<file path="src/logic/esp_link_pkg.sv">
package esp_link_pkg;

  // command opcodes sent by the co-processor
  localparam logic [7:0] op_get_cookie       = 8'd0;
  localparam logic [7:0] op_get_version      = 8'd15;
  localparam logic [7:0] op_send_keyb        = 8'd19;
  localparam logic [7:0] op_set_led          = 8'd26;
  localparam logic [7:0] op_get_config       = 8'd27;
  localparam logic [7:0] op_set_spi_ctrl_reg = 8'd29;
  localparam logic [7:0] op_set_spi_data     = 8'd30;
  localparam logic [7:0] op_get_spi_data     = 8'd31;
  localparam logic [7:0] op_set_esp_status   = 8'd32;

  // fixed reply values
  localparam logic [7:0] cookie        = 8'hAF;
  localparam logic [2:0] version_major = 3'd0;
  localparam logic [4:0] version_minor = 5'd3;

  // configuration flash timing, in clk cycles
  localparam int         flash_bit_cycles  = 16;
  localparam logic [7:0] flash_xfer_cycles = 8'd128;

  // keyboard matrix depth
  localparam int keyb_rows = 8;

  typedef struct packed {
    logic [7:0] opcode;
    logic [7:0] p0;
    logic [7:0] p1;
  } cmd_action_t;

  typedef struct packed {
    logic red;
    logic green;
    logic blue;
  } led_t;

  // parameter bytes per opcode
  // bit 2 flags an unknown opcode, bits 1:0 hold the count
  function automatic logic [2:0] param_count(input logic [7:0] opcode);
    case (opcode)
      op_get_cookie,
      op_get_version,
      op_get_config,
      op_get_spi_data:     param_count = 3'd0;
      op_set_led,
      op_set_esp_status,
      op_set_spi_ctrl_reg,
      op_set_spi_data:     param_count = 3'd1;
      op_send_keyb:        param_count = 3'd2;
      default:             param_count = 3'b100;
    endcase
  endfunction

endpackage

</file>
<file path="src/logic/spi_byte_port.sv">
module spi_byte_port (
  input  logic       clk,
  input  logic       cass_out_sel_n,
  input  logic       sck,
  input  logic       cs_n,
  input  logic       mosi,
  input  logic       reply_valid,
  input  logic [7:0] reply_byte,
  output logic       byte_valid,
  output logic [7:0] rx_byte,
  output logic       miso
);

  logic [2:0] sck_q;
  logic [2:0] cs_n_q;
  logic [2:0] mosi_q;
  logic       sck_rise;
  logic       sck_fall;
  logic       cs_active;
  logic [2:0] bit_cnt;
  logic [7:0] tx_shift;
  logic       tx_step;

  // pin synchronizers, three flops each
  always_ff @(posedge clk or negedge cass_out_sel_n) begin
    if (!cass_out_sel_n) begin
      sck_q  <= '0;
      cs_n_q <= '1;
      mosi_q <= '0;
    end else begin
      sck_q  <= {sck_q[1:0], sck};
      cs_n_q <= {cs_n_q[1:0], cs_n};
      mosi_q <= {mosi_q[1:0], mosi};
    end
  end

  assign sck_rise  = (sck_q[2:1] == 2'b01);
  assign sck_fall  = (sck_q[2:1] == 2'b10);
  assign cs_active = ~cs_n_q[2];

  // bit counter, cleared while deselected
  always_ff @(posedge clk or negedge cass_out_sel_n) begin
    if (!cass_out_sel_n) begin
      bit_cnt    <= '0;
      byte_valid <= 1'b0;
    end else begin
      byte_valid <= 1'b0;
      if (!cs_active) begin
        bit_cnt <= '0;
      end else if (sck_rise) begin
        bit_cnt <= bit_cnt + 3'd1;
        if (bit_cnt == 3'd7) begin
          byte_valid <= 1'b1;
        end
      end
    end
  end

  // mosi sampled msb first
  always_ff @(posedge clk) begin
    if (cs_active && sck_rise) begin
      rx_byte <= {rx_byte[6:0], mosi_q[2]};
    end
  end

  // falling edges inside a byte move the next bit up;
  // the byte's closing rising edge drops the last one so the
  // trailing falling edge leaves a freshly loaded reply alone
  assign tx_step = cs_active &&
                   ((sck_fall && bit_cnt != 3'd0) || (sck_rise && bit_cnt == 3'd7));

  always_ff @(posedge clk or negedge cass_out_sel_n) begin
    if (!cass_out_sel_n) begin
      tx_shift <= '0;
    end else if (reply_valid) begin
      tx_shift <= reply_byte;
    end else if (tx_step) begin
      tx_shift <= {tx_shift[6:0], 1'b0};
    end
  end

  // low while deselected
  assign miso = cs_active & tx_shift[7];

endmodule

</file>
<file path="src/logic/cmd_parser.sv">
module cmd_parser (
  input  logic                      clk,
  input  logic                      cass_out_sel_n,
  input  logic                      byte_valid,
  input  logic [7:0]                rx_byte,
  output logic                      act_valid,
  output esp_link_pkg::cmd_action_t act,
  output logic                      cmd_error
);

  typedef enum logic {
    st_idle,
    st_read_params
  } state_t;

  state_t     state;
  logic [1:0] params_left;
  logic       param_idx;
  logic [2:0] count_info;
  logic       op_unknown;
  logic [1:0] op_params;

  // lookup on the incoming byte, only meaningful in idle
  assign count_info = esp_link_pkg::param_count(rx_byte);
  assign op_unknown = count_info[2];
  assign op_params  = count_info[1:0];

  always_ff @(posedge clk or negedge cass_out_sel_n) begin
    if (!cass_out_sel_n) begin
      state       <= st_idle;
      params_left <= '0;
      param_idx   <= 1'b0;
      act_valid   <= 1'b0;
      cmd_error   <= 1'b0;
    end else begin
      act_valid <= 1'b0;
      if (byte_valid) begin
        case (state)
          st_idle: begin
            param_idx <= 1'b0;
            if (op_unknown) begin
              // sticky until reset
              cmd_error <= 1'b1;
            end else if (op_params == 2'd0) begin
              act_valid <= 1'b1;
            end else begin
              params_left <= op_params;
              state       <= st_read_params;
            end
          end
          st_read_params: begin
            param_idx   <= 1'b1;
            params_left <= params_left - 2'd1;
            // last parameter byte fires the action
            if (params_left == 2'd1) begin
              act_valid <= 1'b1;
              state     <= st_idle;
            end
          end
          default: begin
            state <= st_idle;
          end
        endcase
      end
    end
  end

  // action fields fill in as the bytes arrive
  always_ff @(posedge clk) begin
    if (byte_valid) begin
      if (state == st_idle) begin
        act.opcode <= rx_byte;
      end else if (!param_idx) begin
        act.p0 <= rx_byte;
      end else begin
        act.p1 <= rx_byte;
      end
    end
  end

endmodule

</file>
<file path="src/logic/cmd_regs.sv">
module cmd_regs (
  input  logic                      clk,
  input  logic                      cass_out_sel_n,
  input  logic                      act_valid,
  input  esp_link_pkg::cmd_action_t act,
  input  logic [3:0]                conf,
  input  logic [7:0]                flash_rx,
  output logic                      reply_valid,
  output logic [7:0]                reply_byte,
  output esp_link_pkg::led_t        led,
  output logic [7:0]                esp_status,
  output logic                      keyb_pressed,
  output logic                      flash_cs_n,
  output logic                      flash_start,
  output logic [7:0]                flash_tx
);

  logic [7:0] keyb_matrix [esp_link_pkg::keyb_rows];
  // bit 7 of the flash control register, active high select
  logic       flash_sel;

  always_ff @(posedge clk or negedge cass_out_sel_n) begin
    if (!cass_out_sel_n) begin
      led         <= '0;
      esp_status  <= '0;
      flash_sel   <= 1'b0;
      reply_valid <= 1'b0;
      flash_start <= 1'b0;
      for (int i = 0; i < esp_link_pkg::keyb_rows; i++) begin
        keyb_matrix[i] <= '0;
      end
    end else begin
      reply_valid <= 1'b0;
      flash_start <= 1'b0;
      if (act_valid) begin
        case (act.opcode)
          esp_link_pkg::op_set_led: begin
            led.red   <= act.p0[0];
            led.green <= act.p0[1];
            led.blue  <= act.p0[2];
          end
          esp_link_pkg::op_set_esp_status: begin
            esp_status <= act.p0;
          end
          esp_link_pkg::op_send_keyb: begin
            keyb_matrix[act.p0[2:0]] <= act.p1;
          end
          esp_link_pkg::op_set_spi_ctrl_reg: begin
            flash_sel <= act.p0[7];
          end
          esp_link_pkg::op_set_spi_data: begin
            flash_start <= 1'b1;
          end
          esp_link_pkg::op_get_cookie,
          esp_link_pkg::op_get_version,
          esp_link_pkg::op_get_config,
          esp_link_pkg::op_get_spi_data: begin
            reply_valid <= 1'b1;
          end
          default: begin
          end
        endcase
      end
    end
  end

  // reply and flash data, only read alongside their strobes
  always_ff @(posedge clk) begin
    if (act_valid) begin
      case (act.opcode)
        esp_link_pkg::op_get_cookie:   reply_byte <= esp_link_pkg::cookie;
        esp_link_pkg::op_get_version:  reply_byte <= {esp_link_pkg::version_major,
                                                      esp_link_pkg::version_minor};
        // switches read low when on
        esp_link_pkg::op_get_config:   reply_byte <= {4'b0000, ~conf};
        esp_link_pkg::op_get_spi_data: reply_byte <= flash_rx;
        esp_link_pkg::op_set_spi_data: flash_tx <= act.p0;
        default: begin
        end
      endcase
    end
  end

  // any key down in any row
  always_comb begin
    keyb_pressed = 1'b0;
    for (int i = 0; i < esp_link_pkg::keyb_rows; i++) begin
      keyb_pressed = keyb_pressed | (|keyb_matrix[i]);
    end
  end

  assign flash_cs_n = ~flash_sel;

endmodule

</file>
<file path="src/logic/flash_spi_master.sv">
module flash_spi_master (
  input  logic       clk,
  input  logic       cass_out_sel_n,
  input  logic       flash_start,
  input  logic [7:0] flash_tx,
  input  logic       flash_so,
  output logic [7:0] flash_rx,
  output logic       flash_busy,
  output logic       flash_sclk,
  output logic       flash_si
);

  logic [6:0] cnt;
  logic [3:0] phase;
  logic [7:0] shift_q;
  logic       si_q;
  logic       last_cycle;

  // position inside the current bit
  assign phase      = cnt[3:0];
  assign last_cycle = (cnt == 7'(esp_link_pkg::flash_xfer_cycles - 8'd1));

  // starts while busy are dropped
  always_ff @(posedge clk or negedge cass_out_sel_n) begin
    if (!cass_out_sel_n) begin
      flash_busy <= 1'b0;
      cnt        <= '0;
      si_q       <= 1'b0;
    end else if (!flash_busy) begin
      if (flash_start) begin
        flash_busy <= 1'b1;
        cnt        <= '0;
        si_q       <= flash_tx[7];
      end
    end else begin
      cnt <= cnt + 7'd1;
      if (last_cycle) begin
        flash_busy <= 1'b0;
        si_q       <= 1'b0;
      end else if (phase == 4'(esp_link_pkg::flash_bit_cycles - 1)) begin
        // next bit is on top after the mid-bit shift
        si_q <= shift_q[7];
      end
    end
  end

  // one register sends msb first and collects flash_so behind it
  always_ff @(posedge clk) begin
    if (!flash_busy && flash_start) begin
      shift_q <= flash_tx;
    end else if (flash_busy && phase == 4'(esp_link_pkg::flash_bit_cycles / 2)) begin
      shift_q <= {shift_q[6:0], flash_so};
    end
  end

  // clock high for the second half of each bit
  assign flash_sclk = flash_busy && (phase >= 4'(esp_link_pkg::flash_bit_cycles / 2));
  assign flash_si   = si_q;
  assign flash_rx   = shift_q;

endmodule

</file>
<file path="src/logic/esp_link_top.sv">
module esp_link_top (
  input  logic               clk,
  input  logic               cass_out_sel_n,
  input  logic               sck,
  input  logic               cs_n,
  input  logic               mosi,
  input  logic [3:0]         conf,
  input  logic               flash_so,
  output logic               miso,
  output esp_link_pkg::led_t led,
  output logic [7:0]         esp_status,
  output logic               keyb_pressed,
  output logic               cmd_error,
  output logic               flash_cs_n,
  output logic               flash_sclk,
  output logic               flash_si
);

  logic                      byte_valid;
  logic [7:0]                rx_byte;
  logic                      act_valid;
  esp_link_pkg::cmd_action_t act;
  logic                      reply_valid;
  logic [7:0]                reply_byte;
  logic                      flash_start;
  logic [7:0]                flash_tx;
  logic [7:0]                flash_rx;

  spi_byte_port u_spi_byte_port (
    .clk            (clk),
    .cass_out_sel_n (cass_out_sel_n),
    .sck            (sck),
    .cs_n           (cs_n),
    .mosi           (mosi),
    .reply_valid    (reply_valid),
    .reply_byte     (reply_byte),
    .byte_valid     (byte_valid),
    .rx_byte        (rx_byte),
    .miso           (miso)
  );

  cmd_parser u_cmd_parser (
    .clk            (clk),
    .cass_out_sel_n (cass_out_sel_n),
    .byte_valid     (byte_valid),
    .rx_byte        (rx_byte),
    .act_valid      (act_valid),
    .act            (act),
    .cmd_error      (cmd_error)
  );

  cmd_regs u_cmd_regs (
    .clk            (clk),
    .cass_out_sel_n (cass_out_sel_n),
    .act_valid      (act_valid),
    .act            (act),
    .conf           (conf),
    .flash_rx       (flash_rx),
    .reply_valid    (reply_valid),
    .reply_byte     (reply_byte),
    .led            (led),
    .esp_status     (esp_status),
    .keyb_pressed   (keyb_pressed),
    .flash_cs_n     (flash_cs_n),
    .flash_start    (flash_start),
    .flash_tx       (flash_tx)
  );

  // busy is handled inside the master, nothing upstream waits on it
  flash_spi_master u_flash_spi_master (
    .clk            (clk),
    .cass_out_sel_n (cass_out_sel_n),
    .flash_start    (flash_start),
    .flash_tx       (flash_tx),
    .flash_so       (flash_so),
    .flash_rx       (flash_rx),
    .flash_busy     (),
    .flash_sclk     (flash_sclk),
    .flash_si       (flash_si)
  );

endmodule

</file>
<file path="config.mk">
export PLATFORM = sky130hd
export DESIGN_NAME = esp_link_top
export DESIGN_NICKNAME = d
export VERILOG_FILES = /design/src/logic/esp_link_pkg.sv /design/src/logic/spi_byte_port.sv /design/src/logic/cmd_parser.sv /design/src/logic/cmd_regs.sv /design/src/logic/flash_spi_master.sv /design/src/logic/esp_link_top.sv
export SDC_FILE = /design/constraint.sdc
export NUM_CORES = 1
export LEC_CHECK = 0
export BUFFER_PORTS_ARGS = -buffer_cell sky130_fd_sc_hd__buf_2
export CAP_MARGIN = 20
export CORE_MARGIN = 2
export CORE_UTILIZATION = 35
export CTS_BUF_LIST = sky130_fd_sc_hd__clkbuf_4
export CTS_CLUSTER_DIAMETER = 60
export DETAILED_ROUTE_END_ITERATION = 8
export SYNTH_ARGS = -nofsm -noshare
export SYNTH_HDL_FRONTEND = slang
export SYNTH_SLANG_ARGS = --single-unit
</file>
<file path="constraint.sdc">
create_clock -name clk -period 2.15 [get_ports clk]
set_clock_uncertainty 0.2 [all_clocks]
set_input_delay 0.5375 -clock clk [delete_from_list [all_inputs] [get_ports clk]]
set_output_delay 0.5375 -clock clk [all_outputs]
set_load 0.1 [all_outputs]
</file>
==> run summary, run 1 <==
CP Capture Type -> primary output
Max Slew Vio Count -> 0
GR peak layer -> met2
Overflow after GRT -> 0
Post-DP HPWL -> 9.47 mm
Grt met3 use -> 2.91%
Failing checks -> negative setup slack
Fin crit share -> 135%
Pleak -> 3.67 nW
Max Cap Viol -> 0
Share of cells above drive strength 1 -> 38.5%
Pin count of the biggest net entering global routing -> 51
Die area -> 20800 um2
Post-Synthesis Cells -> 478
Total wire length -> 13.7 mm
Initial drt markers -> 198
Unrepaired setup endpoints after global routing -> true
# port buffers -> 26
CP startpoint kind -> flip-flop
Worst slew margin -> 61.9%
Min-Delay Path Class -> in2reg
Total power -> 0.00576 W
CP arrival -> 2170 ps
Worst EP required -> 1410 ps
Clk root buf -> clkbuf_4
Setup TNS -> -759 ps
Synthesized area per cell -> 14.4 um2
Die Wd -> 144 um
Met2 Use GR -> 23.8%
CP max FO -> 2
Dpl ws -> -280 ps
Reg clk slew, reported paths -> 140 ps
Post-DR vias/cell -> 4.98
Routability Congestion -> 0.801
Async SR Flop Fraction -> 67.1%
Worst Hold End -> u_flash_spi_master.flash_rx[0]
WS Path Type -> reg2out
R2R setup slack -> 50 ps
First-pass GRT wire length -> 22.5 mm
Share of the yosys chip area belonging to registers -> 65.9%
Num rows -> 51
Final setup fails -> 1
R2r endpoint -> u_cmd_regs.keyb_matrix[56]
Final min period -> 2910 ps
Core Util, Final -> 42.9%
Gr usage total -> 14.1%
Final hold violations -> 0
RR Startpoint -> u_cmd_parser.act[18]
Synthesized cell area -> 6890 um2
PwrDens -> 692 nW/um2
TritonCTS clock tree -> built
Post-synth EDFFs -> 56
CTS Buffer Depth -> 2
Crit path launch -> u_cmd_regs.keyb_matrix[18]
Final Non-Filler Cells -> 842
Syn nets -> 494
Antenna violations before repair -> 1
VDD IR max -> 363 uV
Syn. warnings -> 0
Layout Nets -> 579
Vias in the first global route -> 4335
Fmax -> 344 MHz
Synth cell types -> 54
Synth-to-Final Area Change -> 20.7%
GRT met1 Usage -> 17.6%
Clock Sink Count -> 170
Placed instance count -> 798
Hold Crit Start -> flash_so
Worst-skew pair later-pin latency -> 560 ps
FF-to-FF path depth -> 5
IO Count -> 27
Core area -> 19400 um2
Hold path depth -> 2
H-tree depth -> 4
Drt drc -> 0
Ys flop type -> dfrtp_1
Post-route ant nets -> 0
FILL cells -> 1786
Status -> complete, but fails checks
Total CTS buffers -> 17
Initial DRT Pass Iterations -> 4
#FFs+latches synth -> 170
Wire per inst -> 16.2 um
Die height -> 144 um
Via Count -> 4194
Starting density of the core -> 35.5%
Setup WS post-layout -> -759 ps
Worst-Margin Slew -> 571 ps
[cells by family after synthesis]
group           after synthesis  synth area share, %
mux                          87                 15.0
fa+ha+maj                     6                 1.09
simple gates                134                 11.4
buf+inv                      28                 1.76
compound gates               51                 4.61
xor+xnor                      2                0.254
flops                       170                 65.9
[metal layers]
metal | vias to the layer above | part of all wire (%) | routed length [um]
li1 | 1949 | - | -
met1 | 2152 | 45 | 6100
met2 | 70 | 51 | 6940
met3 | 23 | 2.6 | 360
met4 | 0 | 2.1 | 281
met5 | - | 0 | 0
[cell usage after synthesis (4+ instances only)]
library cell,count,area [um2]
inv_1,15,56.3
nand3b_1,5,37.5
o21ai_0,18,90.1
clkbuf_1,9,33.8
nand4_1,7,43.8
dfrtp_1,111,2780
nor4_1,17,106
nor2_2,4,25.0
nor3_1,7,35.0
nor2b_1,6,37.5
mux2_2,68,766
or4_1,4,30.0
nand3_1,18,90.1
a21oi_1,7,35.0
ha_1,6,75.1
nand2_1,22,82.6
a31oi_1,10,62.6
edfxtp_1,56,1680
nor2_1,21,78.8
mux2_4,16,240
[metrics by stage]
| stage | area (um2) | hold WS (ps) |
|---|---|---|
| 2_1_floorplan | 6900 | 41.9 |
| 3_3_place_gp | 7690 | 139 |
| 3_5_place_dp | 7690 | 136 |
| 4_1_cts | 8230 | 31.3 |
| 5_1_grt | 8320 | 41.5 |
| 6_report | 8320 | 93.5 |
[state kept, by name (all words and copies together), names as in the netlist, 7 cells and up]
name                         flops
u_flash_spi_master.cnt           7
u_cmd_regs.flash_tx              8
u_cmd_parser.act                24
u_cmd_regs.esp_status            8
u_flash_spi_master.flash_rx      8
u_spi_byte_port.tx_shift         8
u_spi_byte_port.rx_byte          8
u_cmd_regs.reply_byte            8
u_cmd_regs.keyb_matrix          64
[critical path, cell delays in order (launching register included)]
cell and delay, ps:
dfrtp_1 420, nor4_2 300, nand4_1 170, or4_4 540, buf_12 190
[report_power, final]
group	internal [W]	leakage, nW	switching, W
clock network	0.00116	0.197	0.00110
logic	0.0000410	1.39	0.0000855
registers	0.00336	2.08	0.0000118
total	0.00456	3.67	0.00120
[worst max-delay path by stage]
stage,to,slack [ps],depth (start not counted)
final,keyb_pressed,-760,4
after floorplan,keyb_pressed,-20,3
after detailed placement,keyb_pressed,-280,4
after global placement,keyb_pressed,-300,4
after global routing,keyb_pressed,-880,4
after CTS,keyb_pressed,-810,4
[layout make-up]
type / count / area (um2) / area share, %
diodes: 1 / 2.50 / 0.0301
clock buffers: 17 / 128 / 1.53
clock inverters: 15 / 245 / 2.95
inverters: 15 / 56.3 / 0.677
multi-input cells: 280 / 2310 / 27.8
flip-flops and latches: 170 / 4540 / 54.6
well taps: 265 / 332 / 3.99
repair buffers: 79 / 702 / 8.44
[cells in the final DEF, fill, tap and decap left out, types with 15 or more instances in the layout]
cell type  count
nand2_1       22
o21ai_0       18
edfxtp_1      56
buf_4         50
clkbuf_4      22
dfrtp_1      111
inv_1         15
nand3_1       18
mux2_2        68
mux2_4        16
nor2_1        20
[timing repair]
action	4_1_cts	5_1_grt
buffers inserted	4	4
cloned	0	0
setup endpoints to repair	12	36
gates resized for setup	26	16
hold buffers	4	0
endpoints found under the hold margin	69	0
pin swaps	5	8
Note: power is estimated with default switching activity, not from simulation.
==> run 2, diff against run 1 <==
--- a/config.mk
+++ b/config.mk
@@ -7,7 +7,8 @@
 export LEC_CHECK = 0
 export BUFFER_PORTS_ARGS = -buffer_cell sky130_fd_sc_hd__buf_2
 export CAP_MARGIN = 20
-export CORE_MARGIN = 2
+export CORE_ASPECT_RATIO = 1.2
+export CORE_MARGIN = 3
 export CORE_UTILIZATION = 35
 export CTS_BUF_LIST = sky130_fd_sc_hd__clkbuf_4
 export CTS_CLUSTER_DIAMETER = 60
==> run 2 against run 1 <==
Effect of this change: the flow still finishes with violations (negative setup slack); largest power group unchanged; die area is 2.8% higher; critical path depth stayed put; register-to-register slack worse by 60 ps; combinational power is 3% higher; largest cell class unchanged.
==> run summary, run 2 (synthesis results as in run 1) <==
Status -> complete, but fails checks (unchanged)
Failing checks -> negative setup slack (unchanged)
Total CTS buffers -> 17 (unchanged)
Worst EP required -> 1410 ps (about the same)
Fmax -> 336 MHz (was 344 MHz)
CP arrival -> 2240 ps (was 2170 ps)
Post-route ant nets -> 0 (unchanged)
Most flops, register -> u_cmd_regs.keyb_matrix (unchanged)
WS Path Type -> reg2out (unchanged)
CP Buf/Inv Count -> 1 (unchanged)
Pleak -> 3.69 nW (was 3.67 nW)
Via Count -> 4145 (was 4194)
Max Slew Vio Count -> 0 (unchanged)
H-tree depth -> 4 (unchanged)
Crit-path leading delay family -> simple AND/OR/NAND/NOR gates (unchanged)
Most frequent cells in the layout -> 110 x dfrtp_1, 60 x mux2_2, 56 x edfxtp_1, 55 x buf_4, 26 x clkbuf_4 (was 111 x dfrtp_1, 68 x mux2_2, 56 x edfxtp_1, 50 x buf_4)
Gr usage total -> 13.7% (was 14.1%)
CP Capture Type -> primary output (unchanged)
IO Count -> 27 (unchanged)
Wire per inst -> 16.2 um (about the same)
Starting density of the core -> 36.1% (was 35.5%)
Dpl ws -> -340 ps (was -280 ps)
TritonCTS clock tree -> built (unchanged)
Die area -> 21400 um2 (was 20800 um2)
Clk root buf -> clkbuf_4 (unchanged)
Final hold slack -> 71.7 ps (was 93.5 ps)
Final hold violations -> 0 (unchanged)
Final setup fails -> 6 (was 1)
Die Wd -> 134 um (was 144 um)
Switch share -> 22.3% (was 20.9%)
# port buffers -> 26 (unchanged)
Final min period -> 2980 ps (was 2910 ps)
PwrDens -> 636 nW/um2 (was 692 nW/um2)
Clock power frac -> 34.1% (was 39.3%)
CP startpoint kind -> flip-flop (unchanged)
VDD IR max -> 317 uV (was 363 uV)
Worst-Margin Slew -> 598 ps (was 571 ps)
CTS Buffer Depth -> 2 (unchanged)
Worst-skew pair later-pin latency -> 560 ps (about the same)
Most common cell after layout, fill and taps aside -> dfrtp_1 (unchanged)
Max Cap Viol -> 0 (unchanged)
Setup WS post-layout -> -829 ps (was -759 ps)
Reg power frac -> 63.4% (was 58.5%)
Total wire length -> 13.7 mm (about the same)
Synth-to-Final Area Change -> 21.2% (was 20.7%)
Fin crit share -> 139% (was 135%)
Die height -> 160 um (was 144 um)
Antenna violations before repair -> 1 (unchanged)
Overflow after GRT -> 0 (unchanged)
Routability Congestion -> 0.767 (was 0.801)
Num rows -> 55 (was 51)
Top Registers -> u_cmd_regs.keyb_matrix: 64 flops, u_cmd_parser.act: 24 flops (unchanged)
Layout Nets -> 589 (was 579)
Core area -> 19100 um2 (was 19400 um2)
Worst slew margin -> 60.2% (was 61.9%)
Initial drt markers -> 212 (was 198)
Clock Sink Count -> 170 (unchanged)
Slowest cell on the critical path -> or4_4 (unchanged)
Post-DR vias/cell -> 4.92 (was 4.98)
Sw Pwr -> 0.00118 W (was 0.00120 W)
First-pass GRT wire length -> 23.2 mm (was 22.5 mm)
Crit-path cells -> nor4_2, nand4_1, or4_4, buf_12 (unchanged)
Placed instance count -> 796 (was 798)
CP max FO -> 2 (unchanged)
Initial DRT Pass Iterations -> 4 (unchanged)
Post-DP HPWL -> 9.53 mm (was 9.47 mm)
Final Non-Filler Cells -> 843 (was 842)
Pin count of the biggest net entering global routing -> 38 (was 51)
Unrepaired setup endpoints after global routing -> true (unchanged)
Reg clk slew, reported paths -> 140 ps (about the same)
Combinational share of power -> 2.5% (was 2.2%)
Vias in the first global route -> 4455 (was 4335)
Slowest stage delay, CP -> 560 ps (was 540 ps)
Internal power -> 0.00413 W (was 0.00456 W)
Min-Delay Path Class -> in2reg (unchanged)
Largest register FFs -> 64 (unchanged)
Share of cells above drive strength 1 -> 39.9% (was 38.5%)
Drt drc -> 0 (unchanged)
==> run 2: cell types whose count changed in the layout (fill, tap and decap cells not counted), sizes merged <==
cell / before / now
inv: 18 / 22
clkinv: 5 / 3
buf: 70 / 78
clkbuf: 22 / 26
bufinv: 6 / 2
==> run 2: worst paths after layout <==
| path | endpoint | cells after the start | startpoint | slack (ps) |
|---|---|---|---|---|
| setup / recovery | keyb_pressed | 4 | u_cmd_regs.keyb_matrix[60] | -830 |
| hold / removal | u_flash_spi_master.flash_rx[0] | 2 | flash_so | 70 |
| setup reg to reg | u_cmd_regs.esp_status[5] | 5 | u_cmd_parser.act[19] | -10 |
| hold reg to reg | u_spi_byte_port.mosi_q[2] | 0 | u_spi_byte_port.mosi_q[1] | 160 |
| max in group asynchronous | u_spi_byte_port.cs_n_q[0] | 3 | cass_out_sel_n | 840 |
| min in group asynchronous | u_cmd_regs.esp_status[4] | 2 | cass_out_sel_n | 280 |
==> run 2: worst register-to-register path: stages, from the launching register on <==
cell      delay [ps]
edfxtp_1         440
buf_6            140
or4_4            550
nor3_4           220
buf_6            180
mux2_4           320
==> run 2: power groups by stage <==
stage | clock network [W] | logic, W | registers (W)
after detailed placement | 0 | 0.000126 | 0.00344
final | 0.00181 | 0.000131 | 0.00337
after global routing | 0.00204 | 0.000151 | 0.00337
after CTS | 0.00189 | 0.000136 | 0.00337
after floorplan | 0 | 0.0000328 | 0.00343
after global placement | 0 | 0.000122 | 0.00344
==> run 2: layer usage <==
metal  GRT usage (%)  part of all wire, %  vias up
met1            16.6                   43     2104
met3            3.69                  3.0       18
met5               0                    0        -
met2            23.8                   52       45
li1                -                    -     1978
met4            4.54                  1.5        0
==> run 2: final cells by class <==
cell class | count | area, um2
well taps | 256 | 320
repair buffers | 89 | 793
fillers | 1752 | 10700
clock inverters | 13 | 140
flip-flops and latches | 170 | 4540
inverters | 15 | 56.3
multi-input cells | 280 | 2360
diodes | 1 | 2.50
clock buffers | 19 | 143
==> run 2: what timing repair did <==
| action | 4_1_cts | 5_1_grt |
|---|---|---|
| resized for setup | 23 | 31 |
| hold endpoints to repair | 34 | 0 |
| hold buffers | 4 | 0 |
| pin swaps | 1 | 13 |
| buffers inserted | 4 | 7 |
| setup endpoints to repair | 11 | 64 |
==> run 2: per-stage QoR <==
step / setup TNS [ps] / total power (W) / utilization [%] / cell area [um2]
floorplan: -22.1 / 0.00347 / - / 6900
global placement: -321 / 0.00356 / 40.6 / 7740
detailed placement: -340 / 0.00356 / 40.6 / 7740
CTS: -897 / 0.00540 / 42.9 / 8190
global route: -1670 / 0.00557 / 43.8 / 8350
finish: -849 / 0.00531 / 43.8 / 8350
